<file path="config.mk">
export PLATFORM = sky130hd
export DESIGN_NAME = load_store_align
export DESIGN_NICKNAME = d
export VERILOG_FILES = /design/src/common/mem_pkg.sv /design/src/load_store_align.sv
export SDC_FILE = /design/constraint.sdc
export NUM_CORES = 1
export LEC_CHECK = 0
export BUFFER_PORTS_ARGS = -buffer_cell sky130_fd_sc_hd__buf_2
export CAP_MARGIN = 0
export CELL_PAD_IN_SITES_DETAIL_PLACEMENT = 0
export CELL_PAD_IN_SITES_GLOBAL_PLACEMENT = 1
export CORE_ASPECT_RATIO = 1.1
export CORE_MARGIN = 1
export CORE_UTILIZATION = 28
export CTS_BUF_LIST = sky130_fd_sc_hd__clkbuf_8
export CTS_CLUSTER_SIZE = 24
export DETAILED_ROUTE_END_ITERATION = 16
export PLACE_DENSITY = 0.69
export SLEW_MARGIN = 10
export SYNTH_ARGS = -nofsm -noshare
export SYNTH_HDL_FRONTEND = slang
export SYNTH_SLANG_ARGS = --single-unit
</file>
<file path="constraint.sdc">
create_clock -name clk -period 3.6 [get_ports clk]
set_input_delay 0.72 -clock clk [delete_from_list [all_inputs] [get_ports clk]]
set_output_delay 0.72 -clock clk [all_outputs]
set_load 0.01 [all_outputs]
</file>
<file path="src/common/mem_pkg.sv">
package mem_pkg;

	// ----------------------------------------
	// instruction fields
	// ----------------------------------------

	// load width codes in inst[9:7].
	localparam logic [2:0] F3_LB  = 3'b000;
	localparam logic [2:0] F3_LH  = 3'b001;
	localparam logic [2:0] F3_LW  = 3'b010;
	localparam logic [2:0] F3_LBU = 3'b100;
	localparam logic [2:0] F3_LHU = 3'b101;

	// store widths share the low codes.
	localparam logic [2:0] F3_SB  = 3'b000;
	localparam logic [2:0] F3_SH  = 3'b001;
	localparam logic [2:0] F3_SW  = 3'b010;

	// opcode in inst[6:0].
	localparam logic [6:0] OP_LOAD  = 7'b0000011;
	localparam logic [6:0] OP_STORE = 7'b0100011;

	// ----------------------------------------
	// memory geometry and timing
	// ----------------------------------------

	localparam int RAM_WORDS  = 256;               // 32-bit words.
	localparam int RAM_ADDR_W = $clog2(RAM_WORDS); // word index width.

	// Wait states model a slow memory before the access cycle.
	localparam int RAM_WAIT = 3;
	localparam int WAIT_W   = 2;                   // holds RAM_WAIT - 1.

	// ----------------------------------------
	// bundled signals
	// ----------------------------------------

	// one request as presented at the stage input.
	typedef struct packed {
		logic [31:0] inst;  // opcode and funct3.
		logic [31:0] data;  // store value.
		logic [31:0] addr;  // byte address.
	} mem_req_t;

	// one RAM access, built by the aligner.
	typedef struct packed {
		logic [RAM_ADDR_W-1:0] index; // word index.
		logic [31:0]           wdata; // lane-aligned store data.
		logic [3:0]            wmask; // byte enables.
		logic                  we;
		logic                  re;
	} ram_port_t;

endpackage

</file>
<file path="src/load_store_align.sv">
`timescale 1ns/1ps

module load_store_align (
	input  logic                clk,
	input  logic                reset,
	input  logic                capture,
	input  mem_pkg::mem_req_t   req,
	input  logic                access,
	input  logic                finish,
	input  logic [31:0]         rdata,
	output mem_pkg::ram_port_t  ram,
	output logic [31:0]         result
);
	import mem_pkg::*;

	mem_req_t    req_q;
	logic [2:0]  funct3;
	logic [6:0]  opcode;
	logic [1:0]  offset;
	logic [4:0]  lane_shift;
	logic [31:0] store_masked;
	logic [31:0] store_data;
	logic [3:0]  store_mask;
	logic [31:0] load_lane;
	logic [31:0] load_value;

	// held for the whole request.
	always_ff @(posedge clk) begin
		if (capture)
			req_q <= req;
	end

	assign funct3     = req_q.inst[9:7];
	assign opcode     = req_q.inst[6:0];
	assign offset     = req_q.addr[1:0];
	assign lane_shift = {offset, 3'b000}; // byte offset in bits.

	// ----------------------------------------
	// store path
	// ----------------------------------------

	always_comb begin
		case (funct3)
			F3_SB:   store_masked = {24'h0, req_q.data[7:0]};
			F3_SH:   store_masked = {16'h0, req_q.data[15:0]};
			F3_SW:   store_masked = req_q.data;
			default: store_masked = 32'h0;
		endcase
	end

	assign store_data = store_masked << lane_shift;

	always_comb begin
		case (funct3)
			F3_SB:   store_mask = 4'b0001 << offset;
			F3_SH:   store_mask = 4'b0011 << offset; // upper lane drops off at offset 3.
			F3_SW:   store_mask = 4'b1111;
			default: store_mask = 4'b0000;           // unknown width writes nothing.
		endcase
	end

	// strobes only in the access cycle.
	always_comb begin
		ram.index = req_q.addr[RAM_ADDR_W+1:2];
		ram.wdata = store_data;
		ram.wmask = store_mask;
		ram.we    = access && (opcode == OP_STORE);
		ram.re    = access && (opcode == OP_LOAD);
	end

	// ----------------------------------------
	// load path
	// ----------------------------------------

	// move the addressed lane down to bit 0.
	always_comb begin
		case (funct3)
			F3_LB, F3_LBU: load_lane = {24'h0, rdata[lane_shift +: 8]};
			F3_LH, F3_LHU: begin
				case (offset)
					2'b00:   load_lane = {16'h0, rdata[15:0]};
					2'b10:   load_lane = {16'h0, rdata[31:16]};
					default: load_lane = 32'h0; // odd halfword.
				endcase
			end
			F3_LW:   load_lane = rdata;
			default: load_lane = 32'h0;
		endcase
	end

	always_comb begin
		case (funct3)
			F3_LB:   load_value = {{24{load_lane[7]}}, load_lane[7:0]};
			F3_LH:   load_value = {{16{load_lane[15]}}, load_lane[15:0]};
			F3_LW, F3_LBU, F3_LHU: load_value = load_lane;
			default: load_value = 32'h0;
		endcase
	end

	// Stores and other opcodes complete with zero.
	always_ff @(posedge clk) begin
		if (reset)
			result <= 32'h0;
		else if (finish)
			result <= (opcode == OP_LOAD) ? load_value : 32'h0;
	end

endmodule

</file>
==> run metrics <==
CP Launch Point=lane_shift[3]; dpl ws=676 ps; Crit path required time=2880 ps; number of global-route vias before repair=3,645; static leakage=2.20 nW; Total GRT Usage=17.3%; clock-pin slew on the worst setup and hold paths=90 ps; share of post-route cells with drive strength above 1=42.3%; Worst Setup EP=ram[25]; Crit path top cell by count=inv_1; post-route ant nets=0; Final Hold Vio Count=0; Peak VDD IR=0.227 mV; crit path DAT=2560 ps; Core ar.=14,400 sq um; Peak Freq=0.305 GHz; first-pass GRT wire length=19,800 microns; Internal Power=1.59 mW; P_sw=574 uW; Worst Skew=7.14 ps; placed cell area=5090 sq um; hold_buf cts=0; Top Ports=211; # placed instances=709; critical path class=flip-flop to output pin; Flop pwr share=51.3%; Reg-to-Reg Start=lane_shift[3]; die area=15,100 sq um; Yosys warning count=0; ANT cells=0; Syn Area/Cell=11.1 sq um; DRC Markers=0; total gr overflow=0; max-slew violation count=0; vias post-DR=3,584; H-tree lvl count=3; #FFs+latches synth=84; GPL Wtd Cong=0.825; status=complete, no violations; cells after synthesis=371; reg2reg end=result[11]; Max-cap violations=0; WL per Instance=17.4 microns; Tightest Hold Check Type=flip-flop to flip-flop; CP max FO=15; largest net degree at the start of global routing=33; initial antenna violation count=0; mapped cell area=4100 sq um; Worst-Margin Slew=1140 ps; Worst R2R Setup Slack=1050 ps; setup_tns=0 ps; final instance area=5310 sq um; Setup Fix Bufs, Post-CTS=0; WP buf/inv=3; layout net count=661; Post-synth EDFFs=52; Crit path depth=5; FF-to-FF path depth=4; CTS Buf Count=9; clock buffer depth=2; ys flop type=edfxtp_1; Area growth syn-to-layout=29.3%; routed wire length=12,600 microns; Yosys cell types=44; 1st-iter DRT viols=264; largest area contributor in the netlist=edfxtp_1; switch share=26.6%; crit path cell chain=inv_1, nor4_2, a222oi_1, inv_1, buf_2; Clk network pwr share=34.7%; TritonRoute pass-1 iters=5; CP top delay family=simple AND/OR/NAND/NOR gates; die width=117 microns; minimum clock period=3280 ps; PwrDens=407 nW/um^2; max incr delay on CP=830 ps; worst relative slew slack=23.0%; Initial Util=28.5%; Hold Slack=469 ps; final worst slack=321 ps; fin crit share=91.1%; Min-Delay Startpoint=result[7]; Non-Filler Instances=724; Via density=4.95; cts repair resizes=0; die height=129 microns; CP startpoint kind=flip-flop; register area share after synthesis=53.7%; Area contributors post-synth=edfxtp_1 (38%), dfxtp_1 (16%), a211oi_2 (4.9%); TritonCTS clock tree=built; CTS root buf=clkbuf_8; CP max stage cell=nor4_2; final total power=2.16 mW; std cell rows=46; Layout Utilization=36.9%; Worst setup EP type=output pin; Syn Nets=504; post-DP HPWL=9110 microns; Final Setup Violations=0; CTS Sinks=84; Port Buffers=166; combinational power share=14.0%; worst skew pair latency=370 ps; Synth top area share=38.1%; fraction of registers with async set/reset=0%; RSZ-0062 raised after global routing=false
[synthesized netlist by cell type, types with 5 or more instances]
cell      instances
nor2_1           38
a22oi_1           8
nand3_1          15
o22ai_1           7
and2_1            8
mux2_2            8
nand2b_1          6
a211oi_1          9
a211oi_2         16
mux2i_1          15
a221oi_1          8
o21ai_1          11
a21oi_1          28
buf_2             6
clkbuf_1         14
nor2b_1          24
a32oi_1           7
edfxtp_1         52
dfxtp_1          32
a222oi_1          8
inv_1             9
buf_4             9
nand2_1           5
[layout by cell type (no fill, tap or decap), types with 2 or more instances in the layout]
cell,Yosys,layout
clkinv_4,0,2
and2_1,8,8
a221oi_1,8,8
nand2_1,5,5
nor4_2,2,2
dfxtp_1,32,32
clkbuf_8,0,9
a21oi_1,28,28
nor2b_1,24,24
buf_2,6,166
a211oi_2,16,16
inv_1,9,9
o22ai_1,7,7
nor3_1,4,3
edfxtp_1,52,52
a22oi_1,8,8
nand2b_1,6,6
inv_2,2,2
buf_4,9,12
bufinv_16,0,2
mux2i_1,15,15
a211oi_1,9,9
nor3_2,1,2
nor2_1,38,38
mux2_2,8,8
a32oi_1,7,7
o21ai_1,11,11
nand3_1,15,15
o21ai_0,2,2
a222oi_1,8,8
[registers in the layout (all words and copies together), names as in the netlist]
signal      count
lane_shift      2
funct3          3
ram             8
req_q          32
result         32
opcode          7
[routing by layer]
layer	share of wire [%]	track usage [%]
met1	43	21.8
met2	46	27.6
met3	8.3	4.70
met4	2.2	8.40
met5	0	0
[how the worst min path moves through the flow]
| stage | end | depth (start not counted) |
|---|---|---|
| 3_5_place_dp | result[7] | 2 |
| 5_1_grt | req_q[35] | 1 |
| 6_report | result[7] | 2 |
| 2_1_floorplan | result[7] | 2 |
| 3_3_place_gp | result[7] | 2 |
| 4_1_cts | result[7] | 2 |
[worst min-delay path, cell delays in order (launching register included)]
cell     delay, ps
dfxtp_1        320
nand2_1         60
a21oi_1         50
[power groups by stage]
| stage | Clock (mW) | Sequential [mW] | Combinational, mW |
|---|---|---|---|
| floorplan | 0 | 1.11 | 0.176 |
| global placement | 0 | 1.13 | 0.300 |
| detailed placement | 0 | 1.13 | 0.303 |
| CTS | 0.776 | 1.11 | 0.305 |
| global route | 0.817 | 1.12 | 0.332 |
| finish | 0.749 | 1.11 | 0.303 |
[cell families (layout without fill, tap and decap cells)]
kind of cell / Yosys count / after routing / synth area share, %
compound gates: 108 / 108 / 20.0
xor+xnor: 1 / 1 / 0.214
simple gates: 111 / 111 / 14.9
buf+inv: 44 / 205 / 5.40
mux: 23 / 23 / 5.86
flops: 84 / 84 / 53.7
[final cells by class]
| type | count | area [sq um] |
|---|---|---|
| multi-input combinational | 243 | 1680 |
| inverter | 12 | 45.0 |
| timing repair buffer | 178 | 921 |
| fill | 1490 | 9080 |
| clock buffer | 9 | 124 |
| sequential | 84 | 2200 |
| clock inverter | 6 | 90.1 |
| tap | 192 | 240 |
Power figures use the tool's default switching activity.
