$ cat src/mem_ctrl/mem_ctrl_fsm.sv
`timescale 1ns/1ps

module mem_ctrl_fsm (
	input  logic clk,
	input  logic reset,
	input  logic start,
	input  logic expired,
	output logic busy,
	output logic cnt_load,
	output logic cnt_en,
	output logic capture,
	output logic access,
	output logic finish,
	output logic done
);
	typedef enum logic [2:0] {
		st_idle,
		st_wait,
		st_access,
		st_result,
		st_done
	} state_t;

	state_t state;
	state_t state_next;

	always_ff @(posedge clk) begin
		if (reset)
			state <= st_idle;
		else
			state <= state_next;
	end

	// ----------------------------------------
	// next state
	// ----------------------------------------

	always_comb begin
		state_next = state;
		case (state)
			st_idle: begin
				if (start)
					state_next = st_wait;
			end
			st_wait: begin
				if (expired)
					state_next = st_access; // last wait state.
			end
			st_access: state_next = st_result;
			st_result: state_next = st_done;
			st_done:   state_next = st_idle;
			default:   state_next = st_idle;
		endcase
	end

	// ----------------------------------------
	// strobes decoded from state
	// ----------------------------------------

	assign busy     = (state != st_idle);
	assign capture  = (state == st_idle) && start;
	assign cnt_load = (state == st_idle) && start;
	assign cnt_en   = (state == st_wait);
	assign access   = (state == st_access);
	assign finish   = (state == st_result); // read data valid here.
	assign done     = (state == st_done);

	// one request in flight at a time.
	a_no_start_busy: assert property (
		@(posedge clk) disable iff (reset) busy |-> !start
	) else $error("mem_ctrl_fsm: start while busy");

	a_done_pulse: assert property (
		@(posedge clk) disable iff (reset) done |=> !done
	) else $error("mem_ctrl_fsm: done wider than one cycle");

endmodule

$ cat config.mk
export PLATFORM = sky130hd
export DESIGN_NAME = mem_ctrl_fsm
export DESIGN_NICKNAME = d
export VERILOG_FILES = /design/src/mem_ctrl/mem_ctrl_fsm.sv
export SDC_FILE = /design/constraint.sdc
export NUM_CORES = 1
export LEC_CHECK = 0
export BUFFER_PORTS_ARGS = -buffer_cell sky130_fd_sc_hd__buf_2
export CORE_AREA = 2 2 39 41
export CTS_BUF_LIST = sky130_fd_sc_hd__clkbuf_16
export DETAILED_ROUTE_END_ITERATION = 16
export DIE_AREA = 0 0 41 43
export PLACE_DENSITY = 0.4
export SETUP_SLACK_MARGIN = 0.1
export SYNTH_ARGS = -nofsm -noshare
export SYNTH_HDL_FRONTEND = slang
export SYNTH_SLANG_ARGS = --single-unit
$ cat constraint.sdc
create_clock -name clk -period 2.6 [get_ports clk]
set_clock_uncertainty 0.15 [all_clocks]
set_input_delay 0 -clock clk [delete_from_list [all_inputs] [get_ports clk]]
set_output_delay 0 -clock clk [all_outputs]
set_load 0.03 [all_outputs]
==> flow_summary.yaml, run 1 <==
run_status:
  outcome: "finished, final reports clean"
clocking:
  cts-root-buf: "clkbuf_16"
  insertion_delay_ns: 0.22
  cts_resized: 0
  cts_tree: "built"
  cts_buffers: 3
  clk_path_buf_depth: 2
  clock-sinks: 3
  cts_hold_buf: 4
  cts_setup_buffers: 0
  htreeDepth: 1
  clk_pin_slew_worst_paths_ns: 0.03
timing:
  hold_slack_ns: 0.330
  finalCriticalPeriod_ns: 1.58
  setup_ws_ns: 1.02
  setup_tns_ns: 0
  slew_violations: 0
  slew_headroom: 0.842
  fmaxAchievable_mhz: 633
  worstMarginPinSlew_ns: 0.237
  setup_viol: 0
  hold_violations: 0
  rsz0062_at_grt: "no"
  finalCritPeriodShare: 0.608
final_layout:
  syn_to_final_growth_pct: 107
  largest_reg_flops: 3
  reg.largest.list: "state x3"
  drive_gt1_frac: 0.486
  nets: 40
  largest_register: "state"
  num_antenna_cells: 0
die:
  die_area_mm2: 0.00176
  num_rows: 14
  io_pins: 11
  core_area_mm2: 0.00138
  initial_core_util: 0.122
  die_y_um: 43
  die_w_um: 41
setup_path:
  r2r-start: "state[0]$_SDFFE_PP0P_"
  crit_start: "state[0]$_SDFFE_PP0P_"
  slowest_delay_ns: 0.55
  path_max_fanout: 9
  crit_path_cell_trace: "o311a_2 > dlygate4sd3_1"
  required_ns: 2.56
  arrival_ns: 1.54
  r2r_setup_slack_ns: 1.02
  crit_family: "buffers and inverters"
  critPathCaptureType: "flop"
  cp_slowest_cell: "dlygate4sd3_1"
  startpoint_type: "flop"
  crit_type: "reg -> reg"
  critPathBufInv: 1
routing:
  drc: 0
  via_count: 189
  route.met2.wl_um: 139
  routed.top_layer: "met4"
  antenna_left: 0
  drtIter0Drc: 1
  post_drt_wl_per_cell_um: 8.49
  first_pass_iters: 2
  via_per_inst: 3.71
  wl_met1_um: 194
  wl_um: 433
  wl_met3_um: 65
synth:
  ys_ff_latch: 3
  synth_compound_area_frac: 0.141
  synth_top_family_by_area: "simple AND/OR/NAND/NOR gates"
  synth_edf_count: 0
  yosysWarnings: 0
  yosysTopAreaCell: "dfxtp_1"
  netlist_instances: 18
  synthFlopType: "dfxtp_1"
  ys_top_cells_by_count: "dfxtp_1 (3), nor3b_1 (3)"
  synthesis.area_um2: 169
  synth_xor_area_frac: 0
  synth.area.top_cells: "dfxtp_1 (36%), nor3b_1 (13%), o311a_2 (6.7%)"
  async_flop_share: 0
  synthAdderAreaFrac: 0
  seq_area_frac_synth: 0.356
  synth.area.mux_share: 0
  synth_top_area_share: 0.356
  yosysUniqueCellTypes: 14
  avgSynthCellArea_um2: 9.38
  yosys.area_share.simple: 0.437
  synth_fp_nets: 22
power:
  leakagePower_nw: 0.168
  power_density_mw_per_mm2: 984
  ir_drop_v: 0.000323
worst_hold_path:
  hp-class: "in -> reg"
  min-delay-start: "reset"
placed_design:
  portBuffers: 10
  preCtsSetupSlack_ns: 1.40
  place_congestion: 0.632
global_route:
  grt_max_degree: 10
  grt_pass1_vias: 159
  grtUsageTotal: 0.0682
  antenna_found_initial: 0
  overflow: 0
  grt_pass1_wl_um: 676
run:
  maxCapViolations: 0
-- kinds of logic after synthesis --
kind of cell / after synthesis
DFF: 3
buffers and inverters: 2
AOI/OAI and AO/OA: 3
and+or+nand+nor: 10
-- layout by cell type, fill, tap and decap left out --
| master | n |
|---|---|
| nand2b_1 | 1 |
| buf_2 | 10 |
| dfxtp_1 | 3 |
| nor2_1 | 1 |
| nor2_2 | 1 |
| nand3b_1 | 1 |
| and3b_2 | 1 |
| or3_4 | 1 |
| nor2b_1 | 1 |
| o311a_2 | 1 |
| clkbuf_16 | 3 |
| nor3b_1 | 3 |
| a21boi_0 | 1 |
| o21ai_0 | 1 |
| inv_1 | 2 |
| dlygate4sd3_1 | 4 |
-- layout make-up --
type | instances | area (um^2)
multi-input combinational | 13 | 97.6
clock inverter | 1 | 3.75
fill | 156 | 1030
clock buffer | 3 | 75.1
sequential | 3 | 60.1
tap | 16 | 20.0
timing repair buffer | 14 | 90.1
inverter | 1 | 3.75
-- per-stage QoR --
| step | power, mW | utilization | cell area (um^2) | std cells |
|---|---|---|---|---|
| floorplan | 0.0889 | - | 169 | 18 |
| global placement | 0.0998 | 0.167 | 231 | 43 |
| detailed placement | 0.0994 | 0.167 | 231 | 43 |
| CTS | 0.351 | 0.253 | 350 | 51 |
| global route | 0.361 | 0.253 | 350 | 51 |
| finish | 0.345 | 0.253 | 350 | 51 |
-- routing by layer --
metal | up-vias | GRT usage
met5 | - | 0
met4 | 0 | 0.120
met3 | 4 | 0.0314
met2 | 13 | 0.0625
met1 | 76 | 0.0769
li1 | 96 | -
-- worst register-to-register path: cells and delay by family, from the launching register on --
kind	cells	cell delay, ns
buf+inv	1	0.55
flops	1	0.36
compound gates	1	0.40
-- path summary, 6_finish.rpt --
| path | cells after the start | to |
|---|---|---|
| worst max-delay path | 2 | state[0]$_SDFFE_PP0P_ |
| worst min register to register | 2 | state[1]$_SDFFE_PP0P_ |
| worst min-delay path | 3 | state[2]$_SDFFE_PP0P_ |
| worst max register to register | 2 | state[0]$_SDFFE_PP0P_ |
-- where the power goes --
part | total, mW | switching, mW | internal [mW]
Combinational | 0.0494 | 0.0278 | 0.0216
Clock | 0.241 | 0.0423 | 0.198
Sequential | 0.0547 | 0.00533 | 0.0494
(Power assumes the default switching activity.)
==> run 2: changes to the inputs <==
--- a/config.mk
+++ b/config.mk
@@ -5,12 +5,13 @@
 export SDC_FILE = /design/constraint.sdc
 export NUM_CORES = 1
 export LEC_CHECK = 0
+export ABC_AREA = 1
 export BUFFER_PORTS_ARGS = -buffer_cell sky130_fd_sc_hd__buf_2
 export CORE_AREA = 2 2 39 41
 export CTS_BUF_LIST = sky130_fd_sc_hd__clkbuf_16
 export DETAILED_ROUTE_END_ITERATION = 16
 export DIE_AREA = 0 0 41 43
-export PLACE_DENSITY = 0.4
+export PLACE_DENSITY = 0.42
 export SETUP_SLACK_MARGIN = 0.1
 export SYNTH_ARGS = -nofsm -noshare
 export SYNTH_HDL_FRONTEND = slang
==> constraint.sdc (replaced) <==
create_clock -name clk -period 1.55 [get_ports clk]
set_clock_uncertainty 0.15 [all_clocks]
set_input_delay 0 -clock clk [delete_from_list [all_inputs] [get_ports clk]]
set_output_delay 0 -clock clk [all_outputs]
set_load 0.03 [all_outputs]
==> flow_summary.yaml, run 2 <==
timing:
  fmaxAchievable_mhz: 798
  setup_tns_ns: 0
  slew_violations: 0
  hold_violations: 0
  finalCritPeriodShare: 0.809
  slew_headroom: 0.870
  worstMarginPinSlew_ns: 0.193
  rsz0062_at_grt: "no"
  finalCriticalPeriod_ns: 1.25
  setup_viol: 0
routing:
  wl_met3_um: 25
  via_per_inst: 3.42
  first_pass_iters: 1
  wl_met1_um: 160
  drc: 0
  routed.top_layer: "met3"
  post_drt_wl_per_cell_um: 6.60
  wl_um: 409
  route.met2.wl_um: 222
  via_count: 212
  antenna_left: 0
  drtIter0Drc: 0
setup_path:
  critPathCaptureType: "output pin"
  path_max_fanout: 5
  critical_path_cell_count: 4
  critPathBufInv: 1
  required_ns: 1.40
  cp_slowest_cell: "dfxtp_1"
  slowest_delay_ns: 0.34
  crit_family: "flip-flops"
  arrival_ns: 1.10
  crit_path_cell_trace: "nor2_2 > nand2_1 > nor2_2 > buf_2"
  reg2reg_depth: 6
  startpoint_type: "flop"
  path_common_cell: "nor2_2"
  crit_type: "reg -> out"
synth:
  ys_top_cells_by_count: "inv_1 (10), nand2_1 (6), nand3_1 (4), dfxtp_1 (3)"
  synth.area.top_cells: "dfxtp_1 (32%), inv_1 (20%), nand2_1 (12%)"
  yosysTopAreaCell: "dfxtp_1"
  seq_area_frac_synth: 0.320
  synthFlopType: "dfxtp_1"
  synthesis.area_um2: 188
  synth_fp_nets: 36
  synth_edf_count: 0
  synth_top_area_share: 0.320
  yosysMostFrequentCell: "inv_1"
  avgSynthCellArea_um2: 5.87
  yosysWarnings: 0
  ys_ff_latch: 3
  yosysUniqueCellTypes: 10
  async_flop_share: 0
  netlist_instances: 32
final_layout:
  num_antenna_cells: 0
  layout_commonest_cell: "inv_1"
  syn_to_final_growth_pct: 82.0
  final_cell_mix: "inv_1 (11), buf_2 (10), nand2_1 (6)"
  largest_reg_flops: 3
  nFillCells: 163
  nets: 51
  design_area_um2: 342
  reg.largest.list: "state x3"
  drive_gt1_frac: 0.370
  largest_register: "state"
clocking:
  clk_path_buf_depth: 2
  clock-sinks: 3
  cts_tree: "built"
  cts_resized: 0
  cts_buffers: 3
  htreeDepth: 1
  cts-root-buf: "clkbuf_16"
  clk_pin_slew_worst_paths_ns: 0.03
  insertion_delay_ns: 0.22
global_route:
  grt_max_degree: 7
  grt_pass1_vias: 212
  overflow: 0
  grtUsageTotal: 0.0701
  grt_pass1_wl_um: 752
  antenna_found_initial: 0
die:
  core_area_mm2: 0.00138
  die_w_um: 41
  io_pins: 11
  die_y_um: 43
  die_area_mm2: 0.00176
  num_rows: 14
  initial_core_util: 0.136
worst_hold_path:
  hp-class: "in -> reg"
  holdPathStages: 5
placed_design:
  post_dp_cell_area_um2: 253
  portBuffers: 10
  post-dp-hpwl_um: 331
  place_congestion: 0.723
run_status:
  outcome: "finished, final reports clean"
power:
  power_density_mw_per_mm2: 1750
  leakagePower_nw: 0.215
  total_power_mw: 0.599
  ir_drop_v: 0.000697
run:
  maxCapViolations: 0
-- run 2: cell types whose count changed after synthesis, moves of 2 or more --
cell     previous run  this run
inv_1               1        10
nand2_1             0         6
nand3_1             0         4
nor3b_1             3         0
nor3_1              0         2
-- run 2: final cells by class --
type / instances / area, um^2 / share of cell area
tap: 16 / 20.0 / 0.0586
clock inverter: 1 / 3.75 / 0.0110
timing repair buffer: 11 / 60.1 / 0.176
clock buffer: 3 / 75.1 / 0.220
sequential: 3 / 60.1 / 0.176
multi-input combinational: 17 / 81.3 / 0.238
inverter: 11 / 41.3 / 0.121
-- run 2: logic make-up after synthesis --
kind of cell | after synthesis | synth area share
buffers and inverters | 12 | 0.260
AND/OR/NAND/NOR | 17 | 0.420
flip-flops | 3 | 0.320
-- run 2: metrics by stage --
step	setup WS, ns	instances	util	hold WS (ns)
3_3_place_gp	0.485	57	0.183	0.0589
2_1_floorplan	0.108	32	-	-0.0777
3_5_place_dp	0.467	57	0.183	0.0557
4_1_cts	0.282	62	0.247	0.0283
6_report	0.297	62	0.247	0.0226
5_1_grt	0.194	62	0.247	0.0917
-- run 2: tightest hold or removal path: cells and delay by family --
family                 cells  cell delay, ns
buffers and inverters      2            0.11
AND/OR/NAND/NOR            3            0.24
-- run 2: what timing repair did --
action,4_1_cts,5_1_grt
hold endpoints to repair,3,0
hold buffers,1,0
buffers inserted,0,0
-- run 2: layer usage --
metal / GRT usage / vias to the layer above
met3: 0.0628 / 0
met2: 0.0906 / 4
li1: - / 120
met4: 0.0600 / 0
met1: 0.0637 / 88
met5: 0 / -
-- run 2: worst paths after layout --
check | slack, ns | startpoint | endpoint
setup / recovery | 0.30 | state[2]$_SDFFE_PP0P_ | cnt_load
hold / removal | 0.02 | expired | state[1]$_SDFFE_PP0P_
setup reg to reg | 0.47 | state[2]$_SDFFE_PP0P_ | state[0]$_SDFFE_PP0P_
hold reg to reg | 0.35 | state[0]$_SDFFE_PP0P_ | state[2]$_SDFFE_PP0P_
-- run 2: where the power goes --
part / switching [mW] / internal [mW]
registers: 0.00610 / 0.0843
logic: 0.0764 / 0.0328
clock network: 0.0669 / 0.332
total: 0.149 / 0.449
